`src/hw/ctrlPkg.sv`:
```
`default_nettype none

package ctrlPkg;

    typedef enum logic [2:0] {
        Fetch     = 3'd0,
        Decode    = 3'd1,
        Exec      = 3'd2,
        Mem       = 3'd3,
        WriteBack = 3'd4,
        Halted    = 3'd7
    } cpuState_t;

    typedef enum logic [3:0] {
        And   = 4'd0,
        Or    = 4'd1,
        Add   = 4'd2,
        Sub   = 4'd3,
        Slt   = 4'd4,
        Sltu  = 4'd5,
        Xor   = 4'd6,
        Sll   = 4'd7,
        Srl   = 4'd8,
        Sra   = 4'd9,
        Lui   = 4'd10,
        PassA = 4'd11   // Jump register target
    } aluOp_t;

    // Write-back data source
    typedef enum logic [1:0] {
        AluResult = 2'd0,
        MemData   = 2'd1,
        LinkAddr  = 2'd2
    } wbSel_t;

endpackage

`default_nettype wire

```
`src/hw/isaPkg.sv`:
```
`default_nettype none

package isaPkg;

    localparam int WordWidth = 32;
    localparam int RegAddrWidth = 5;
    localparam int NumRegs = 32;

    typedef logic [WordWidth-1:0] word_t;
    typedef logic [RegAddrWidth-1:0] regAddr_t;

    // Kept MIPS-I primary opcodes
    typedef enum logic [5:0] {
        OpR     = 6'b000000,   // Function field selects
        OpJ     = 6'b000010,
        OpJal   = 6'b000011,
        OpBeq   = 6'b000100,
        OpBne   = 6'b000101,
        OpAddiu = 6'b001001,
        OpSlti  = 6'b001010,
        OpSltiu = 6'b001011,
        OpAndi  = 6'b001100,
        OpOri   = 6'b001101,
        OpXori  = 6'b001110,
        OpLui   = 6'b001111,
        OpLw    = 6'b100011,
        OpSw    = 6'b101011
    } opcode_t;

    typedef enum logic [5:0] {
        FnSll  = 6'b000000,
        FnSrl  = 6'b000010,
        FnSra  = 6'b000011,
        FnJr   = 6'b001000,
        FnAddu = 6'b100001,
        FnSubu = 6'b100011,
        FnAnd  = 6'b100100,
        FnOr   = 6'b100101,
        FnXor  = 6'b100110,
        FnSlt  = 6'b101010,
        FnSltu = 6'b101011
    } func_t;

    localparam regAddr_t LinkReg = 5'd31;
    localparam word_t DefaultResetVector = 32'hBFC0_0000;

endpackage

`default_nettype wire

```
`src/hw/alu.sv`:
```
`default_nettype none
`timescale 1ns/1ps

module alu import isaPkg::*, ctrlPkg::*; (
    input  wire logic       clk,
    input  wire logic       latchOperands,
    input  wire aluOp_t     op,
    input  wire word_t      opA,
    input  wire word_t      opB,
    input  wire logic [4:0] shamt,
    output word_t           result,
    output logic            zero
);

    word_t a;
    word_t b;

    // Operands stay put until the next instruction
    always_ff @(posedge clk) begin
        if (latchOperands) begin
            a <= opA;
            b <= opB;
        end
    end

    always_comb begin
        case (op)
            And: result = a & b;
            Or: result = a | b;
            Add: result = a + b;
            Sub: result = a - b;
            Slt: result = word_t'($signed(a) < $signed(b));
            Sltu: result = word_t'(a < b);
            Xor: result = a ^ b;
            Sll: result = b << shamt;   // Shifts act on rt
            Srl: result = b >> shamt;
            Sra: result = word_t'($signed(b) >>> shamt);
            Lui: result = {b[15:0], 16'b0};
            PassA: result = a;
            default: result = a + b;
        endcase
    end

    assign zero = result == '0;

endmodule

`default_nettype wire

```
`src/hw/cpuControl.sv`:
```
`default_nettype none
`timescale 1ns/1ps

module cpuControl import ctrlPkg::*; (
    input  wire logic clk,
    input  wire logic rst,
    input  wire logic waitrequest,
    input  wire logic isLoad,
    input  wire logic isStore,
    input  wire logic pcIsZero,
    output cpuState_t state,
    output logic      read,
    output logic      write,
    output logic      active,
    output logic      latchInstr,
    output logic      latchOperands,
    output logic      regWrite,
    output logic      pcAdvance,
    input  wire logic writesReg
);

    logic started;    // Bus idle in first cycle out of reset
    logic fetchReq;
    logic memAccess;

    assign memAccess = isLoad || isStore;
    assign fetchReq = state == Fetch && started && !pcIsZero;

    always_ff @(posedge clk) begin
        if (rst) begin
            state <= Fetch;
            started <= 1'b0;
            active <= 1'b1;
        end else begin
            started <= 1'b1;
            case (state)
                Fetch: begin
                    if (pcIsZero) begin
                        state <= Halted;   // Jump to zero ends the program
                    end else if (fetchReq && !waitrequest) begin
                        state <= Decode;
                    end
                end
                Decode: state <= Exec;
                Exec: state <= Mem;
                Mem: begin
                    if (!memAccess || !waitrequest) begin
                        state <= WriteBack;
                    end
                end
                WriteBack: state <= Fetch;
                Halted: active <= 1'b0;
                default: state <= Halted;
            endcase
        end
    end

    // Strobes hold until the slave drops waitrequest
    assign read = fetchReq || (state == Mem && isLoad);
    assign write = state == Mem && isStore;

    assign latchInstr = fetchReq && !waitrequest;
    assign latchOperands = state == Decode;
    assign regWrite = state == WriteBack && writesReg;
    assign pcAdvance = state == WriteBack;

endmodule

`default_nettype wire

```
`src/hw/instrDecode.sv`:
```
`default_nettype none
`timescale 1ns/1ps

module instrDecode import isaPkg::*, ctrlPkg::*; (
    input  wire logic  clk,
    input  wire logic  rst,
    input  wire logic  latchInstr,
    input  wire word_t readdata,
    output aluOp_t     aluOp,
    output logic       useImm,
    output logic       zeroExtImm,
    output logic       isLoad,
    output logic       isStore,
    output logic       isBranchEq,
    output logic       isBranchNe,
    output logic       isJump,
    output logic       isJumpReg,
    output logic       writesReg,
    output wbSel_t     wbSel,
    output regAddr_t   rs,
    output regAddr_t   rt,
    output regAddr_t   dest,
    output logic [4:0] shamt,
    output word_t      imm,
    output logic [25:0] jumpIndex
);

    word_t instr;
    opcode_t opcode;
    func_t func;
    logic known;

    always_ff @(posedge clk) begin
        if (rst) begin
            instr <= '0;   // Decodes as a NOP
        end else if (latchInstr) begin
            instr <= readdata;
        end
    end

    assign opcode = opcode_t'(instr[31:26]);
    assign func = func_t'(instr[5:0]);
    assign rs = instr[25:21];
    assign rt = instr[20:16];
    assign shamt = instr[10:6];
    assign jumpIndex = instr[25:0];

    assign zeroExtImm = opcode inside {OpAndi, OpOri, OpXori};
    assign imm = zeroExtImm ? {16'b0, instr[15:0]} : {{16{instr[15]}}, instr[15:0]};
    assign useImm = !(opcode inside {OpR, OpBeq, OpBne});

    assign isLoad = opcode == OpLw;
    assign isStore = opcode == OpSw;
    assign isBranchEq = opcode == OpBeq;
    assign isBranchNe = opcode == OpBne;
    assign isJump = opcode inside {OpJ, OpJal};
    assign isJumpReg = opcode == OpR && func == FnJr;

    assign dest = (opcode == OpR) ? instr[15:11] : (opcode == OpJal) ? LinkReg : rt;
    assign wbSel = isLoad ? MemData : (opcode == OpJal) ? LinkAddr : AluResult;

    always_comb begin
        aluOp = Add;
        known = 1'b1;
        case (opcode)
            OpR: begin
                case (func)
                    FnAddu: aluOp = Add;
                    FnSubu: aluOp = Sub;
                    FnAnd: aluOp = And;
                    FnOr: aluOp = Or;
                    FnXor: aluOp = Xor;
                    FnSlt: aluOp = Slt;
                    FnSltu: aluOp = Sltu;
                    FnSll: aluOp = Sll;
                    FnSrl: aluOp = Srl;
                    FnSra: aluOp = Sra;
                    FnJr: aluOp = PassA;
                    default: known = 1'b0;
                endcase
            end
            OpAddiu, OpLw, OpSw: aluOp = Add;   // Address is rs + offset
            OpAndi: aluOp = And;
            OpOri: aluOp = Or;
            OpXori: aluOp = Xor;
            OpSlti: aluOp = Slt;
            OpSltiu: aluOp = Sltu;
            OpLui: aluOp = Lui;
            OpBeq, OpBne: aluOp = Sub;
            OpJ, OpJal: aluOp = PassA;
            default: known = 1'b0;
        endcase
    end

    // Unknown encodings retire as NOPs
    assign writesReg = known && dest != '0
        && !(isStore || isBranchEq || isBranchNe || opcode == OpJ || isJumpReg);

endmodule

`default_nettype wire

```
`src/hw/mipsCpuBus.sv`:
```
`default_nettype none
`timescale 1ns/1ps

module mipsCpuBus import isaPkg::*, ctrlPkg::*; #(
    parameter word_t ResetVector = DefaultResetVector
) (
    input  wire logic  clk,
    input  wire logic  rst,
    output logic       active,
    output word_t      registerV0,
    output word_t      address,
    output logic       write,
    output logic       read,
    input  wire logic  waitrequest,
    output word_t      writedata,
    input  wire word_t readdata
);

    cpuState_t state;
    aluOp_t aluOp;
    wbSel_t wbSel;
    logic latchInstr;
    logic latchOperands;
    logic regWrite;
    logic pcAdvance;
    logic pcIsZero;
    logic useImm;
    logic isLoad;
    logic isStore;
    logic isBranchEq;
    logic isBranchNe;
    logic isJump;
    logic isJumpReg;
    logic writesReg;
    logic zero;
    logic branchTaken;
    logic [4:0] shamt;
    logic [25:0] jumpIndex;
    regAddr_t rs;
    regAddr_t rt;
    regAddr_t dest;
    word_t imm;
    word_t pc;
    word_t pcPlus4;
    word_t linkAddr;
    word_t rdDataA;
    word_t rdDataB;
    word_t opB;
    word_t result;
    word_t wrData;
    word_t target;
    word_t loadData;

    instrDecode decode0 (
        .clk(clk), .rst(rst), .latchInstr(latchInstr), .readdata(readdata),
        .aluOp(aluOp), .useImm(useImm), .zeroExtImm(),
        .isLoad(isLoad), .isStore(isStore), .isBranchEq(isBranchEq),
        .isBranchNe(isBranchNe), .isJump(isJump), .isJumpReg(isJumpReg),
        .writesReg(writesReg), .wbSel(wbSel), .rs(rs), .rt(rt), .dest(dest),
        .shamt(shamt), .imm(imm), .jumpIndex(jumpIndex)
    );

    cpuControl control0 (
        .clk(clk), .rst(rst), .waitrequest(waitrequest), .isLoad(isLoad),
        .isStore(isStore), .pcIsZero(pcIsZero), .state(state), .read(read),
        .write(write), .active(active), .latchInstr(latchInstr),
        .latchOperands(latchOperands), .regWrite(regWrite),
        .pcAdvance(pcAdvance), .writesReg(writesReg)
    );

    pcCounter #(.ResetVector(ResetVector)) pc0 (
        .clk(clk), .rst(rst), .pcAdvance(pcAdvance), .branchTaken(branchTaken),
        .target(target), .pc(pc), .linkAddr(linkAddr), .pcIsZero(pcIsZero)
    );

    regFile regs0 (
        .clk(clk), .rst(rst), .regWrite(regWrite), .wrAddr(dest),
        .rdAddrA(rs), .rdAddrB(rt), .wrData(wrData),
        .rdDataA(rdDataA), .rdDataB(rdDataB), .registerV0(registerV0)
    );

    alu alu0 (
        .clk(clk), .latchOperands(latchOperands), .op(aluOp), .opA(rdDataA),
        .opB(opB), .shamt(shamt), .result(result), .zero(zero)
    );

    assign opB = useImm ? imm : rdDataB;
    assign address = (state == Fetch) ? pc : result;
    assign writedata = rdDataB;

    // Load data is valid only in the completing Mem cycle
    always_ff @(posedge clk) begin
        if (state == Mem && isLoad && !waitrequest) begin
            loadData <= readdata;
        end
    end

    always_comb begin
        case (wbSel)
            MemData: wrData = loadData;
            LinkAddr: wrData = linkAddr;
            default: wrData = result;
        endcase
    end

    // Branch decision resolves in Exec
    assign branchTaken = state == Exec
        && ((isBranchEq && zero) || (isBranchNe && !zero) || isJump || isJumpReg);

    assign pcPlus4 = pc + 32'd4;
    assign target = isJumpReg ? result
        : isJump ? {pcPlus4[31:28], jumpIndex, 2'b00}
        : pcPlus4 + {imm[29:0], 2'b00};

endmodule

`default_nettype wire

```
`src/hw/pcCounter.sv`:
```
`default_nettype none
`timescale 1ns/1ps

module pcCounter import isaPkg::*; #(
    parameter word_t ResetVector = DefaultResetVector
) (
    input  wire logic  clk,
    input  wire logic  rst,
    input  wire logic  pcAdvance,
    input  wire logic  branchTaken,
    input  wire word_t target,
    output word_t      pc,
    output word_t      linkAddr,
    output logic       pcIsZero
);

    word_t savedTarget;
    logic pending;   // Branch resolved, delay slot still ahead
    logic inSlot;    // Delay slot running, redirect on next advance

    always_ff @(posedge clk) begin
        if (rst) begin
            pc <= ResetVector;
            pending <= 1'b0;
            inSlot <= 1'b0;
        end else begin
            if (pcAdvance) begin
                pc <= inSlot ? savedTarget : pc + 32'd4;
                inSlot <= pending;
                pending <= 1'b0;
            end
            if (branchTaken) begin
                pending <= 1'b1;
            end
        end
    end

    always_ff @(posedge clk) begin
        if (branchTaken) begin
            savedTarget <= target;
        end
    end

    assign linkAddr = pc + 32'd8;   // Skips the delay slot
    assign pcIsZero = pc == '0;

endmodule

`default_nettype wire

```
`src/hw/regFile.sv`:
```
`default_nettype none
`timescale 1ns/1ps

module regFile import isaPkg::*; (
    input  wire logic     clk,
    input  wire logic     rst,
    input  wire logic     regWrite,
    input  wire regAddr_t wrAddr,
    input  wire regAddr_t rdAddrA,
    input  wire regAddr_t rdAddrB,
    input  wire word_t    wrData,
    output word_t         rdDataA,
    output word_t         rdDataB,
    output word_t         registerV0
);

    word_t regs [NumRegs];

    always_ff @(posedge clk) begin
        if (rst) begin
            for (int i = 0; i < NumRegs; i++) begin
                regs[i] <= '0;
            end
        end else if (regWrite && wrAddr != '0) begin
            regs[wrAddr] <= wrData;   // $zero stays zero
        end
    end

    assign rdDataA = regs[rdAddrA];
    assign rdDataB = regs[rdAddrB];
    assign registerV0 = regs[2];

endmodule

`default_nettype wire

```
`config.mk`:
```
export PLATFORM = sky130hd
export DESIGN_NAME = mipsCpuBus
export DESIGN_NICKNAME = d
export VERILOG_FILES = /design/src/hw/ctrlPkg.sv /design/src/hw/isaPkg.sv /design/src/hw/alu.sv /design/src/hw/cpuControl.sv /design/src/hw/instrDecode.sv /design/src/hw/mipsCpuBus.sv /design/src/hw/pcCounter.sv /design/src/hw/regFile.sv
export SDC_FILE = /design/constraint.sdc
export NUM_CORES = 2
export LEC_CHECK = 0
export BUFFER_PORTS_ARGS = -buffer_cell sky130_fd_sc_hd__buf_2
export CORE_UTILIZATION = 45
export CTS_CLUSTER_DIAMETER = 200
export DETAILED_ROUTE_END_ITERATION = 6
export SLEW_MARGIN = 20
export SYNTH_ARGS = -nofsm -noshare
export SYNTH_HDL_FRONTEND = slang
export SYNTH_SLANG_ARGS = --single-unit
```
`constraint.sdc`:
```
create_clock -name clk -period 15.25 [get_ports clk]
set_input_delay 3.05 -clock clk [delete_from_list [all_inputs] [get_ports clk]]
set_output_delay 3.05 -clock clk [all_outputs]
set_load 0.1 [all_outputs]
```
==> metrics.md <==
| Metric | Value |
|---|---|
| Status | `finished clean` |
| DRT antenna net count | `0` |
| Cells after Synth | `6,077` |
| Die Ht | `407 um` |
| GP Congestion | `1.03` |
| Largest net degree at the start of global routing | `149` |
| Cell Pwr Density | `195 nW/um^2` |
| Max rail drop VDD | `0.442 mV` |
| WL final | `317,000 um` |
| Int Power | `0.00796 W` |
| GRT Overall Usage | `0.382` |
| R2R Setup Slk | `7.62 ns` |
| Antenna violations before repair | `23` |
| Clock Sinks | `1,228` |
| Slew Viols, Final | `0` |
| Post-synthesis cell area | `73,800 um^2` |
| Worst-Margin Slew | `1.28 ns` |
| Synth area leader | `edfxtp_1` |
| R2r startpoint | `decode0.instr[8]` |
| Chip Width | `407 um` |
| Wire length of the first global-routing pass | `437,000 um` |
| # H-tree levels | `4` |
| Min-Delay Path Class | `reg -> reg` |
| R2R cell count | `15` |
| Stages on the worst setup path | `15` |
| Leading cell type in the layout, fill and taps excluded | `nor2_1` |
| TritonCTS clock tree | `built` |
| Layout cell share with drive strength beyond 1 | `0.239` |
| Synth Warn # | `0` |
| Hpwl dp | `198,000 um` |
| # DRC | `0` |
| Hold EP | `control0.active` |
| Setup crit end kind | `output port` |
| Clock latency at the later pin of the worst-skew pair | `0.82 ns` |
| CP Buf/Inv Count | `3` |
| CP max-delay cell | `edfxtp_1` |
| Num CTS Buffers | `140` |
| Initial cell density of the core | `0.453` |
| Minimum clock period | `9.83 ns` |
| Worst-path cell chain | `inv_1, ha_1, inv_1, a21oi_1, o31ai_1, a311oi_1, o211ai_1, a2111oi_1, a211oi_1, or2_1, a311o_1, o22a_1, a21o_1, a21oi_1, buf_2` |
| P_leak | `28.0 nW` |
| Distinct cell type count after synthesis | `98` |
| Slowest Stage Delay on Critical Path | `0.84 ns` |
| Psw | `0.00798 W` |
| Sequential cell area fraction in the yosys report | `0.490` |
| Vias in the first global route | `55,069` |
| Highest-count cells in the layout ignoring fill and taps | `nor2_1, edfxtp_1, mux4_2, nand2_1, a21oi_1` |
| Clock-pin slew on the worst setup and hold paths | `0.06 ns` |
| Setup Viol. Count Final | `0` |
| Multi-input gate area | `35,800 um^2` |
| Worst setup SP type | `flop` |
| Fmax | `102 MHz` |
| Hold path startpoint | `control0.active` |
| Synth-to-Final Area Change | `10.8%` |
| Max clock buf depth | `3` |
| Part of the power in the clock network | `0.214` |
| Number of DRC markers in iteration 0 | `10,001` |
| #FFs+latches synth | `1,228` |
| Share of the synthesized area in the top cell type | `0.469` |
| Cts repair resizes | `0` |
| FF+latch area | `36,200 um^2` |
| Slew HR | `0.138` |
| Data required, critical path | `12.20 ns` |
| Final hold vios | `0` |
| Max capacitance violation total | `0` |
| Core area | `163,000 um^2` |
| Via count | `58,093` |
| EDFF count, synth | `1,152` |
| Synth Flop Type | `edfxtp_1` |
| Syn avg cell area | `12.1 um^2` |
| Clock Tree Root | `clkbuf_16` |
| Die footprint | `166,000 um^2` |
| Hold path depth | `2` |
| Crit-path max FO | `13` |
| Num ports | `134` |
| 1st-pass router iterations | `6` |
| CP Class | `reg -> out` |
| Crit. Startpoint | `alu0.b[8]` |
| Setup tns final | `0 ns` |
| Setup bufs post-CTS | `0` |
| Worst Skew | `0.0528 ns` |
| Row cnt | `148` |
| Vias/cell | `7.04` |
| Synth area leaders | `edfxtp_1, mux4_2, nor2_1, clkbuf_1, nand2_1` |
| RR Endpoint | `pc0.savedTarget[15]` |
| Fin crit share | `0.644` |
| Comb pwr share | `0.521` |
| FFs w/ async S/R, synth | `0` |
| Reg power frac | `0.265` |
| WL/cell | `38.4 um` |
| CP top delay family | `compound AO/OA/AOI/OAI gates` |
| RSZ-0062 raised after global routing | `false` |
| # port buffers | `133` |
| Worst path arrival time | `6.78 ns` |
| Cts hold-fix bufs | `0` |
| # fillers | `14,079` |
| Final hold slack | `0.445 ns` |
| Switching Share | `0.501` |
| GRT overflow | `0` |
| Final nets | `6,124` |
## worst max-delay path by stage
stage / slack, ns / to
floorplan: 6.79 / address[18]
global placement: 6.53 / address[23]
finish: 5.42 / address[31]
detailed placement: 6.49 / address[23]
global route: 5.33 / address[31]
CTS: 5.65 / address[23]
## worst min-delay path: stages, from the launching register on
cell	delay [ns]
dfxtp_1	0.31
nand2_1	0.05
nand2_1	0.04
## power groups by stage
stage | Sequential, W | Clock, W | Combinational, W
2_1_floorplan | 0.00410 | 0 | 0.00496
3_3_place_gp | 0.00426 | 0 | 0.00805
3_5_place_dp | 0.00427 | 0 | 0.00802
4_1_cts | 0.00420 | 0.00343 | 0.00805
5_1_grt | 0.00423 | 0.00355 | 0.00850
6_report | 0.00422 | 0.00341 | 0.00831
## metrics by stage
stage	setup slack (ns)	instance area (um^2)	util	power, W	std cells
2_1_floorplan	6.79	73900	-	0.00907	6108
3_3_place_gp	6.53	77200	0.474	0.0123	7991
3_5_place_dp	6.49	77200	0.474	0.0123	7991
4_1_cts	5.65	81700	0.502	0.0157	8248
5_1_grt	5.33	81700	0.502	0.0163	8248
6_report	5.42	81700	0.502	0.0159	8256
## layout make-up
cell class,instances,area share
repair buffers,308,0.0246
multi-input cells,4153,0.438
clock buffers,190,0.0462
flip-flops and latches,1228,0.443
diodes,8,0.000245
well taps,2175,0.0333
inverters,127,0.00585
clock inverters,67,0.00893
## Yosys cell counts, types with 65 or more instances
cell         n
mux4_2     690
edfxtp_1  1152
buf_1       70
dfxtp_1     76
nand2_1    445
a21oi_1    238
nor2_1    1339
ha_1       128
mux2_2     100
mux2i_1     68
a221oi_1    67
xnor2_1     65
clkbuf_1   474
inv_1      123
o21ai_0    146
## routing by layer
layer	share of wire	vias to the layer above	routed length, um	track usage
met5	0.00032	-	103	0
met4	0.061	16	19300	0.201
met3	0.13	947	41400	0.101
met2	0.45	4680	142000	0.580
met1	0.36	29567	115000	0.502
li1	-	22883	-	-
## cells by family after synthesis
group                    Yosys count  synth area share
AO/OA/AOI/OAI                    901            0.0827
XOR/XNOR                         102            0.0121
adder cells (fa/ha/maj)          132            0.0227
buffers and inverters            727            0.0382
flip-flops                      1228             0.490
multiplexers                     859             0.235
other                              1         0.0000508
AND/OR/NAND/NOR                 2127             0.119
## registers in the layout, summed over array words and instances, names as in the netlist, named ones only
name	flops
control0.state	3
pc0.inSlot	1
regs0.regs	1024
decode0.instr	32
alu0.b	32
control0.started	1
loadData	32
pc0.pc	32
pc0.pending	1
control0.active	1
pc0.savedTarget	32
alu0.a	32
(Power assumes the default switching activity.)
